## src/knight_pkg.sv

```systemverilog
// Knight tour shared definitions
package knight_pkg;

  //////////////////////////////////////////////////
  // Widths that carry a meaning.
  typedef logic [2:0]  coord_t;   // Board coordinate, 0 to BOARD_DIM-1.
  typedef logic [4:0]  idx_t;     // Move index into the tour store.
  typedef logic [7:0]  move_t;    // One-hot L-shape, bit 0 is 2N then 1E.
  typedef logic [15:0] cmd_t;     // {opcode[15:12], heading[11:4], squares[3:0]}.
  typedef logic [7:0]  resp_t;    // Response byte back to the host.

  //////////////////////////////////////////////////
  // Board, tour and timing.
  localparam int     TOUR_LEN    = 24;    // Moves in one tour.
  localparam int     BOARD_DIM   = 5;     // 5x5 board.
  localparam int     STEP_CYCLES = 4;     // Clocks spent on each square.
  localparam coord_t START_X     = 3'd2;  // Centre square after reset.
  localparam coord_t START_Y     = 3'd2;

  localparam resp_t  RESP_DONE   = 8'hA5; // Last half of the last move.
  localparam resp_t  RESP_BUSY   = 8'h5A; // Any other completion.

  //////////////////////////////////////////////////
  // Command fields.
  typedef enum logic [3:0] {
    OP_MOVE    = 4'b0100,  // Plain move.
    OP_FANFARE = 4'b0101   // Move, then fanfare at the end.
  } opcode_e;              // Anything else completes as a no-op.

  typedef enum logic [7:0] {
    NORTH = 8'h00,
    WEST  = 8'h3F,
    SOUTH = 8'h7F,
    EAST  = 8'hBF
  } heading_e;

  // Sequencer phases, two commands per move.
  typedef enum logic [2:0] {
    IDLE,   // Host owns the command channel.
    VERT,   // Vertical half offered.
    HOLDV,  // Vertical half executing.
    HORZ,   // Horizontal half offered.
    HOLDH   // Horizontal half executing.
  } tour_state_e;

endpackage
```

## src/knight_top.sv

```systemverilog
// Knight tour replay top level
`timescale 1ns/1ps

module knight_top import knight_pkg::*; (
  input  logic   clk,         // System clock.
  input  logic   rst_n,       // Async reset, active low.
  input  logic   start_tour,  // Replay the stored tour.
  input  cmd_t   host_cmd,    // Host command.
  input  logic   host_rdy,    // Host command valid.
  output logic   host_clr,    // Host command taken.
  input  logic   load_en,     // Store write strobe.
  input  idx_t   load_addr,   // Store write index.
  input  move_t  load_move,   // Store write data.
  output resp_t  resp,        // Response byte.
  output logic   resp_vld,    // Response valid, one cycle.
  output coord_t pos_x,       // Knight column.
  output coord_t pos_y,       // Knight row.
  output logic   fanfare,     // Fanfare command finished.
  output logic   off_board,   // Sticky edge hit.
  output logic   busy         // Tour in progress.
);

  idx_t  mv_indx;   // Sequencer to store.
  move_t move;      // Store to sequencer.
  cmd_t  cmd;       // Muxed command channel.
  logic  cmd_rdy;

  move_store u_store (
    .clk       (clk),
    .rst_n     (rst_n),
    .load_en   (load_en),
    .load_addr (load_addr),
    .load_move (load_move),
    .mv_indx   (mv_indx),
    .move      (move)
  );

  // Producer. Also the host/tour mux.
  tour_cmd u_seq (
    .clk         (clk),
    .rst_n       (rst_n),
    .start_tour  (start_tour),
    .move        (move),
    .mv_indx     (mv_indx),
    .host_cmd    (host_cmd),
    .host_rdy    (host_rdy),
    .cmd         (cmd),
    .cmd_rdy     (cmd_rdy),
    .clr_cmd_rdy (host_clr),   // Same pulse clears the host.
    .send_resp   (resp_vld),
    .resp        (resp),
    .busy        (busy)
  );

  // Consumer.
  cmd_exec u_exec (
    .clk         (clk),
    .rst_n       (rst_n),
    .cmd         (cmd),
    .cmd_rdy     (cmd_rdy),
    .clr_cmd_rdy (host_clr),
    .send_resp   (resp_vld),
    .pos_x       (pos_x),
    .pos_y       (pos_y),
    .fanfare     (fanfare),
    .off_board   (off_board)
  );

endmodule

```

## src/cmd_exec.sv

```systemverilog
// Knight command executor
`timescale 1ns/1ps

module cmd_exec import knight_pkg::*; (
  input  logic   clk,          // System clock.
  input  logic   rst_n,        // Async reset, active low.
  input  cmd_t   cmd,          // Offered command.
  input  logic   cmd_rdy,      // Command on offer.
  output logic   clr_cmd_rdy,  // Command taken, one cycle.
  output logic   send_resp,    // Command finished, one cycle.
  output coord_t pos_x,        // Knight column.
  output coord_t pos_y,        // Knight row.
  output logic   fanfare,      // Fanfare command finished.
  output logic   off_board     // Sticky, a step hit the edge.
);

  typedef enum logic [1:0] {WAIT, ACCEPT, STEP, DONE} exec_state_e;

  exec_state_e state;
  exec_state_e nxt_state;

  cmd_t       cmd_q;      // Command being executed.
  logic [3:0] sq_left;    // Squares still to go.
  logic [3:0] cyc_cnt;    // Clock within the current square.
  logic       sq_end;     // Last clock of a square.
  logic       runs;       // Offered command actually moves.
  logic       step_ok;    // Next square is on the board.
  heading_e   hdg;
  coord_t     nxt_x;
  coord_t     nxt_y;

  // Only a move or fanfare with a nonzero count spends time stepping.
  assign runs = ((cmd[15:12] == OP_MOVE) || (cmd[15:12] == OP_FANFARE)) &&
                (cmd[3:0] != 4'd0);

  assign sq_end = (cyc_cnt == 4'(STEP_CYCLES - 1));
  assign hdg    = heading_e'(cmd_q[11:4]);

  //////////////////////////////////////////////////
  // Control FSM.
  always_ff @(posedge clk, negedge rst_n) begin
    if (!rst_n)
      state <= WAIT;
    else
      state <= nxt_state;
  end

  always_comb begin
    nxt_state = state;
    case (state)
      WAIT:   if (cmd_rdy) nxt_state = ACCEPT;
      ACCEPT: nxt_state = runs ? STEP : DONE;   // No-op finishes next cycle.
      STEP:   if (sq_end && (sq_left == 4'd1)) nxt_state = DONE;
      default: nxt_state = WAIT;                // DONE.
    endcase
  end

  assign clr_cmd_rdy = (state == ACCEPT);
  assign send_resp   = (state == DONE);
  assign fanfare     = send_resp && (cmd_q[15:12] == OP_FANFARE);

  //////////////////////////////////////////////////
  // Command register and counters.
  always_ff @(posedge clk) begin
    if (state == ACCEPT)
      cmd_q <= cmd;        // Latched with the clr pulse.
  end

  // The accept cycle counts as the first clock of the first square,
  // so the last square ends STEP_CYCLES*n - 1 cycles after accept.
  always_ff @(posedge clk, negedge rst_n) begin
    if (!rst_n) begin
      sq_left <= '0;
      cyc_cnt <= '0;
    end else if (state == ACCEPT) begin
      sq_left <= cmd[3:0];
      cyc_cnt <= 4'd1;
    end else if (state == STEP) begin
      if (sq_end) begin
        sq_left <= sq_left - 1'b1;
        cyc_cnt <= '0;
      end else begin
        cyc_cnt <= cyc_cnt + 1'b1;
      end
    end
  end

  //////////////////////////////////////////////////
  // Position with edge guard.
  // Unknown headings keep the knight where it is.
  always_comb begin
    step_ok = 1'b1;
    nxt_x   = pos_x;
    nxt_y   = pos_y;
    case (hdg)
      NORTH: if (pos_y == coord_t'(BOARD_DIM - 1)) step_ok = 1'b0;
             else nxt_y = pos_y + 1'b1;
      SOUTH: if (pos_y == '0) step_ok = 1'b0;
             else nxt_y = pos_y - 1'b1;
      EAST:  if (pos_x == coord_t'(BOARD_DIM - 1)) step_ok = 1'b0;
             else nxt_x = pos_x + 1'b1;
      WEST:  if (pos_x == '0) step_ok = 1'b0;
             else nxt_x = pos_x - 1'b1;
      default: ;
    endcase
  end

  always_ff @(posedge clk, negedge rst_n) begin
    if (!rst_n) begin
      pos_x     <= START_X;
      pos_y     <= START_Y;
      off_board <= 1'b0;
    end else if ((state == STEP) && sq_end) begin
      if (step_ok) begin
        pos_x <= nxt_x;   // Square done.
        pos_y <= nxt_y;
      end else begin
        off_board <= 1'b1; // Blocked step still takes its time.
      end
    end
  end

  //////////////////////////////////////////////////
  // Checks.
  a_pulse_excl : assert property (@(posedge clk) disable iff (!rst_n)
    !(clr_cmd_rdy && send_resp))
    else $error("cmd_exec: clr_cmd_rdy and send_resp together");

  a_clr_single : assert property (@(posedge clk) disable iff (!rst_n)
    clr_cmd_rdy |=> !clr_cmd_rdy)
    else $error("cmd_exec: clr_cmd_rdy longer than one cycle");

  a_resp_single : assert property (@(posedge clk) disable iff (!rst_n)
    send_resp |=> !send_resp)
    else $error("cmd_exec: send_resp longer than one cycle");

endmodule

```

## src/tour_cmd.sv

```systemverilog
// Knight tour sequencer
`timescale 1ns/1ps

module tour_cmd import knight_pkg::*; (
  input  logic  clk,          // System clock.
  input  logic  rst_n,        // Async reset, active low.
  input  logic  start_tour,   // Replay the store from index 0.
  input  move_t move,         // One-hot move at mv_indx.
  output idx_t  mv_indx,      // Move being played.
  input  cmd_t  host_cmd,     // Command from the serial host.
  input  logic  host_rdy,     // Host command valid.
  output cmd_t  cmd,          // Muxed command to the executor.
  output logic  cmd_rdy,      // Muxed ready to the executor.
  input  logic  clr_cmd_rdy,  // Executor took the command.
  input  logic  send_resp,    // Executor finished a command.
  output resp_t resp,         // Response byte, valid with send_resp.
  output logic  busy          // Tour in progress.
);

  tour_state_e state;
  tour_state_e nxt_state;

  logic       tour_done;    // Playing the last move.
  logic       clr_index;    // Restart at move 0.
  logic       inc_index;    // Advance to the next move.
  logic       tour_ctrl;    // Sequencer owns the command channel.
  logic       tour_rdy;     // Sequencer command on offer.
  logic       cap_horz;     // Horizontal half selected.

  heading_e   vert_hdg;
  heading_e   horz_hdg;
  heading_e   heading;
  logic [3:0] vert_cnt;
  logic [3:0] horz_cnt;
  logic [3:0] square_cnt;
  opcode_e    opcode;
  cmd_t       seq_cmd;      // Command formed from the current move.

  //////////////////////////////////////////////////
  // Move counter.
  always_ff @(posedge clk, negedge rst_n) begin
    if (!rst_n)
      mv_indx <= '0;
    else if (clr_index)
      mv_indx <= '0;                 // New tour.
    else if (inc_index)
      mv_indx <= mv_indx + 1'b1;     // Next L-shape.
  end

  assign tour_done = (mv_indx == idx_t'(TOUR_LEN - 1));

  //////////////////////////////////////////////////
  // Move decoder.
  // Splits the one-hot L-shape into its vertical and horizontal legs.
  always_comb begin
    vert_hdg = NORTH;   // Zero squares if move is not one-hot.
    vert_cnt = 4'd0;
    horz_hdg = EAST;
    horz_cnt = 4'd0;
    case (1'b1)
      move[0]: begin    // 2 north, 1 east.
        vert_cnt = 4'd2;
        horz_cnt = 4'd1;
      end
      move[1]: begin    // 2 north, 1 west.
        vert_cnt = 4'd2;
        horz_hdg = WEST;
        horz_cnt = 4'd1;
      end
      move[2]: begin    // 1 north, 2 west.
        vert_cnt = 4'd1;
        horz_hdg = WEST;
        horz_cnt = 4'd2;
      end
      move[3]: begin    // 1 south, 2 west.
        vert_hdg = SOUTH;
        vert_cnt = 4'd1;
        horz_hdg = WEST;
        horz_cnt = 4'd2;
      end
      move[4]: begin    // 2 south, 1 west.
        vert_hdg = SOUTH;
        vert_cnt = 4'd2;
        horz_hdg = WEST;
        horz_cnt = 4'd1;
      end
      move[5]: begin    // 2 south, 1 east.
        vert_hdg = SOUTH;
        vert_cnt = 4'd2;
        horz_cnt = 4'd1;
      end
      move[6]: begin    // 1 south, 2 east.
        vert_hdg = SOUTH;
        vert_cnt = 4'd1;
        horz_cnt = 4'd2;
      end
      move[7]: begin    // 1 north, 2 east.
        vert_cnt = 4'd1;
        horz_cnt = 4'd2;
      end
      default: ;
    endcase
  end

  //////////////////////////////////////////////////
  // Command, response and channel mux.
  assign cap_horz   = (state == HORZ) || (state == HOLDH);
  assign heading    = cap_horz ? horz_hdg : vert_hdg;
  assign square_cnt = cap_horz ? horz_cnt : vert_cnt;
  assign opcode     = cap_horz ? OP_FANFARE : OP_MOVE;  // Fanfare closes the L.
  assign seq_cmd    = {opcode, heading, square_cnt};

  // Done only on the horizontal leg of the last move.
  assign resp = (tour_done && (state == HOLDH)) ? RESP_DONE : RESP_BUSY;

  assign cmd     = tour_ctrl ? seq_cmd  : host_cmd;
  assign cmd_rdy = tour_ctrl ? tour_rdy : host_rdy;
  assign busy    = tour_ctrl;

  //////////////////////////////////////////////////
  // Sequencer FSM.
  always_ff @(posedge clk, negedge rst_n) begin
    if (!rst_n)
      state <= IDLE;
    else
      state <= nxt_state;
  end

  always_comb begin
    nxt_state = state;
    tour_ctrl = 1'b1;
    tour_rdy  = 1'b0;
    clr_index = 1'b0;
    inc_index = 1'b0;
    case (state)
      VERT: begin
        tour_rdy = 1'b1;            // Offer vertical leg.
        if (clr_cmd_rdy)
          nxt_state = HOLDV;
      end
      HOLDV: begin
        if (send_resp)
          nxt_state = HORZ;         // Vertical leg done.
      end
      HORZ: begin
        tour_rdy = 1'b1;            // Offer horizontal leg.
        if (clr_cmd_rdy)
          nxt_state = HOLDH;
      end
      HOLDH: begin
        if (send_resp) begin
          if (tour_done) begin
            nxt_state = IDLE;       // Tour complete, hand back to host.
          end else begin
            inc_index = 1'b1;
            nxt_state = VERT;
          end
        end
      end
      default: begin              // IDLE, host passes through.
        tour_ctrl = 1'b0;
        if (start_tour) begin
          clr_index = 1'b1;
          nxt_state = VERT;
        end
      end
    endcase
  end

  //////////////////////////////////////////////////
  // Checks.
  // Offered tour command holds until the executor latches it.
  a_cmd_stable : assert property (@(posedge clk) disable iff (!rst_n)
    (busy && cmd_rdy && !clr_cmd_rdy) |=> $stable(cmd))
    else $error("tour_cmd: command changed while offered");

  // Every move played from the store is a legal L-shape.
  a_move_onehot : assert property (@(posedge clk) disable iff (!rst_n)
    busy |-> $onehot(move))
    else $error("tour_cmd: move %0d is %b, not one-hot", mv_indx, move);

endmodule

```

## src/move_store.sv

```systemverilog
// Knight tour move store
`timescale 1ns/1ps

module move_store import knight_pkg::*; (
  input  logic  clk,        // System clock.
  input  logic  rst_n,      // Async reset, active low.
  input  logic  load_en,    // Write strobe from the loader.
  input  idx_t  load_addr,  // Entry to write.
  input  move_t load_move,  // One-hot move to store.
  input  idx_t  mv_indx,    // Read index from the sequencer.
  output move_t move        // Move at mv_indx, no read latency.
);

  //////////////////////////////////////////////////
  // Move table.
  move_t tbl [TOUR_LEN];    // One entry per move of the tour.

  // Table clears to all zero, so an unloaded tour shows up as a
  // non one-hot move at the sequencer.
  always_ff @(posedge clk, negedge rst_n) begin
    if (!rst_n) begin
      for (int i = 0; i < TOUR_LEN; i++) begin
        tbl[i] <= '0;
      end
    end else if (load_en && (load_addr < TOUR_LEN)) begin
      tbl[load_addr] <= load_move;  // Write lands on this edge.
    end
  end

  // Asynchronous read. Indices past the tour read as no move.
  assign move = (mv_indx < TOUR_LEN) ? tbl[mv_indx] : '0;

  //////////////////////////////////////////////////
  // Checks.
  // Loader only writes legal L-shapes into real entries.
  a_load_onehot : assert property (@(posedge clk) disable iff (!rst_n)
    load_en |-> ($onehot(load_move) && (load_addr < TOUR_LEN)))
    else $error("move_store: bad load, addr %0d move %b", load_addr, load_move);

endmodule

```

## config.mk

```make
export PLATFORM = sky130hd
export DESIGN_NAME = knight_top
export DESIGN_NICKNAME = d
export VERILOG_FILES = /design/src/knight_pkg.sv /design/src/knight_top.sv /design/src/cmd_exec.sv /design/src/tour_cmd.sv /design/src/move_store.sv
export SDC_FILE = /design/constraint.sdc
export NUM_CORES = 1
export LEC_CHECK = 0
export ABC_AREA = 0
export BUFFER_PORTS_ARGS = -buffer_cell sky130_fd_sc_hd__buf_2
export CAP_MARGIN = 20
export CORE_ASPECT_RATIO = 0.5
export CORE_MARGIN = 10
export CORE_UTILIZATION = 40
export CTS_CLUSTER_DIAMETER = 100
export CTS_CLUSTER_SIZE = 10
export DETAILED_ROUTE_END_ITERATION = 10
export GPL_TIMING_DRIVEN = 0
export PLACE_DENSITY_LB_ADDON = 0.05
export REMOVE_ABC_BUFFERS = 1
export SYNTH_ARGS = -nofsm -noshare
export SYNTH_HDL_FRONTEND = slang
export SYNTH_SLANG_ARGS = --single-unit
export TNS_END_PERCENT = 20
```

## constraint.sdc

```tcl
create_clock -name clk -period 2.8 [get_ports clk]
set_input_delay 0.56 -clock clk [delete_from_list [all_inputs] [get_ports clk]]
set_output_delay 0.56 -clock clk [all_outputs]
set_load 0.05 [all_outputs]
```

==> impl_metrics.py <==
metrics = {
    "setup_path": {
        "startpoint": "u_seq.mv_indx[0]",
        "endpoint": "u_exec.state[0]",
        "end_kind": "flip-flop",
        "reg2reg_depth": 9,
        "r2r-start": "u_seq.mv_indx[0]",
        "ff2ff_setup_slack_ns": -0.05,
        "path_buf_inv": 2,
        "required_ns": 3.27,
        "critical_path_arrival_ns": 3.31,
        "criticalPathCategory": "reg -> reg",
        "critPathMaxFanout": 8,
        "r2r_end": "u_exec.state[0]",
        "path_delay_family": "compound AO/OA/AOI/OAI gates",
        "slowest_delay_ns": 0.53,
        "path_cells": "clkbuf_16 > and2b_2 > a22o_1 > o31ai_4 > o41ai_4 > buf_4 > o211a_1 > or4_1 > a21boi_1",
        "cp-start-kind": "flip-flop",
        "crit_cells": 9,
        "crit_slowest_cell": "or4_1",
    },
    "cts": {
        "cts.htree.levels": 1,
        "cts_made_buffers": 26,
        "clkLatencyLatePin_ns": 0.55,
        "cts_tree": "done",
        "cts_hold_buf": 0,
        "cts.sinks": 229,
        "cts-root-buf": "clkbuf_16",
        "cts_buffer_depth": 3,
        "clk_pin_slew_ns": 0.06,
    },
    "pwr": {
        "pwr_density_cell_nw_per_um2": 800,
        "combPwrFrac": 0.291,
        "peakVddDrop_uv": 510,
        "p_clk_frac": 0.285,
        "switching_share": 0.317,
        "p_seq_frac": 0.423,
        "p_int_uw": 7180,
        "power_uw": 10500,
        "total_leakage_power_uw": 0.00562,
        "switchingPower_uw": 3330,
    },
    "grt": {
        "grtUsageTotal": 0.167,
        "grt_max_degree": 110,
        "overflow": 0,
        "antenna_found_initial": 0,
        "grt_pass1_vias": 7372,
        "grt_pass1_wl_um": 46300,
    },
    "yosys": {
        "syn_area_um2": 11400,
        "ys_warn_count": 0,
        "syn_inst": 874,
        "synthFlopType": "dfrtp_1",
        "synth_seq_cells": 229,
        "synth_edf_count": 12,
        "synth.avg_cell_area_um2": 13.0,
        "seq_area_frac_synth": 0.510,
        "synth-async-reset-ratio": 0.948,
        "ys_types": 79,
    },
    "sta": {
        "worst_slack_ns": -0.0474,
        "slew_violations": 0,
        "setup_viol": 8,
        "worst_slew_pin_slew_ns": 1.01,
        "relSlewSlack": 0.325,
        "rsz0062_at_grt": "true",
        "hold_viol_final": 0,
        "min_period_ns": 2.85,
        "fin_crit_sh": 1.02,
        "skew_ns": 0.0177,
        "fmax_mhz": 351,
    },
    "drt": {
        "wl_met2_um": 13600,
        "postRouteWirelength_um": 30200,
        "top_layer": "met4",
        "met1Wirelength_um": 14400,
        "vias": 7163,
        "drt-initial-drc-count": 454,
        "dr_wl_met3_um": 1870,
        "detail-route-antenna-nets": 0,
        "post_drt_wl_per_cell_um": 23.0,
        "first_pass_iters": 4,
        "viasPerCell": 5.45,
        "drcViolationCount": 0,
    },
    "floorplanning": {
        "dieArea_um2": 35900,
        "rows": 43,
        "fp.dieW_um": 258,
        "coreArea_um2": 27800,
        "die_y_um": 139,
        "start_util": 0.408,
        "io_pins": 53,
    },
    "status": {
        "status": "complete, but fails checks",
        "failed_checks": "setup timing",
    },
    "place": {
        "dpl_cell_area_um2": 11900,
        "place_congestion": 0.845,
        "port_buffers": 52,
        "dp_hpwl_um": 19200,
    },
    "final_layout": {
        "drive_above_1_share": 0.418,
        "final_cell_mix": "210 x dfrtp_1, 208 x mux2_2, 58 x nand2_1",
        "fin_area_um2": 13100,
        "nets": 968,
        "diodes": 0,
        "final_common_cell": "dfrtp_1",
        "syn_to_final_growth_pct": 15.6,
    },
    "job": {
        "maxCapViolations": 0,
    },
    "worst_hold_path": {
        "holdCritPathClass": "in -> async",
    },
}
==> worst min-delay path by stage <==
| stage | start | cells past startpoint | to | slack [ns] |
|---|---|---|---|---|
| after floorplan | rst_n | 0 | u_exec.cyc_cnt[0] | 0.26 |
| after global placement | u_exec.off_board | 1 | u_exec.off_board | 0.45 |
| after detailed placement | u_exec.off_board | 1 | u_exec.off_board | 0.46 |
| after CTS | rst_n | 1 | u_exec.pos_y[2] | 0.13 |
| after global routing | rst_n | 1 | u_seq.state[1] | 0.19 |
| final | rst_n | 1 | u_seq.state[1] | 0.10 |
==> logic make-up after synthesis <==
group | after synthesis | synth area share
muxes | 275 | 0.286
DFF | 229 | 0.510
and+or+nand+nor | 164 | 0.0740
AOI/OAI and AO/OA | 105 | 0.0674
buffers and inverters | 77 | 0.0393
xor gates and xnor gates | 14 | 0.0108
adders and majority gates | 10 | 0.0123
==> sequential cells by signal, indices dropped and copies added (netlist names) <==
register and count:
u_exec.cmd_q 12, u_exec.state 2, u_exec.pos_y 3, u_seq.mv_indx 5, u_seq.state 3, u_exec.pos_x 3, u_exec.cyc_cnt 4, u_exec.off_board 1
u_store.tbl 192, u_exec.sq_left 4
==> per-stage QoR <==
stage / cells / setup TNS [ns] / hold WS (ns) / utilization / setup WS, ns
after detailed placement: 1254 / -18.31 / 0.459 / 0.426 / -1.12
after floorplan: 815 / -54.89 / 0.264 / - / -5.14
after global placement: 1249 / -666.26 / 0.454 / 0.421 / -3.52
after CTS: 1300 / -0.455 / 0.128 / 0.460 / -0.0916
after global routing: 1315 / -1.02 / 0.190 / 0.472 / -0.131
final: 1315 / -0.131 / 0.101 / 0.472 / -0.0474
==> worst reg2reg max path, cell delays in order (launching register included) <==
cell and delay [ns]:
dfrtp_2 0.50, clkbuf_16 0.23, and2b_2 0.30, a22o_1 0.28, o31ai_4 0.33, o41ai_4 0.15, buf_4 0.17, o211a_1 0.16
or4_1 0.53, a21boi_1 0.13
==> synthesized netlist by cell type, drive strengths merged (4+ instances only) <==
master / count / area [um^2]
a211oi: 5 / 37.5
a21oi: 14 / 70.1
a22o: 8 / 72.6
a22oi: 10 / 75.1
and2: 4 / 25.0
and3: 4 / 27.5
buf: 23 / 223
clkbuf: 35 / 146
dfrtp: 215 / 5380
edfxtp: 12 / 360
ha: 8 / 100
inv: 18 / 67.6
mux2: 210 / 2370
mux2i: 47 / 470
mux4: 18 / 409
nand2: 59 / 221
nand2b: 5 / 33.8
nand3: 11 / 55.1
nand4: 10 / 62.6
nor2: 25 / 96.4
nor2b: 16 / 100
nor3: 6 / 30.0
nor3b: 7 / 52.6
o21ai: 23 / 115
o22ai: 6 / 37.5
o31ai: 5 / 37.5
xnor2: 7 / 61.3
xor2: 7 / 61.3
==> metal layers <==
metal | up-vias | global-route usage
li1 | 3301 | -
met1 | 3696 | 0.236
met2 | 137 | 0.259
met3 | 29 | 0.0356
met4 | 0 | 0.0323
met5 | - | 0
==> what timing repair did <==
action / CTS / global route
gates resized for setup: 27 / 42
endpoints found under the setup margin: 21 / 20
gates cloned: 2 / 2
setup buffers: 7 / 13
pin swaps: 6 / 7
==> cell type report <==
type / instances / area (um^2)
inverter: 18 / 67.6
multi-input combinational: 568 / 5390
clock inverter: 1 / 16.3
timing repair buffer: 81 / 688
tap: 382 / 478
clock buffer: 36 / 688
sequential: 229 / 5810
fill: 2526 / 14700
==> power groups by stage <==
stage / Sequential [uW] / Combinational, uW / Clock [uW]
after floorplan: 4430 / 1870 / 0
after global placement: 4530 / 2490 / 0
after detailed placement: 4490 / 2680 / 0
after CTS: 4430 / 2830 / 3090
after global routing: 4540 / 3380 / 3220
final: 4450 / 3060 / 3000
Power figures use the tool's default switching activity.
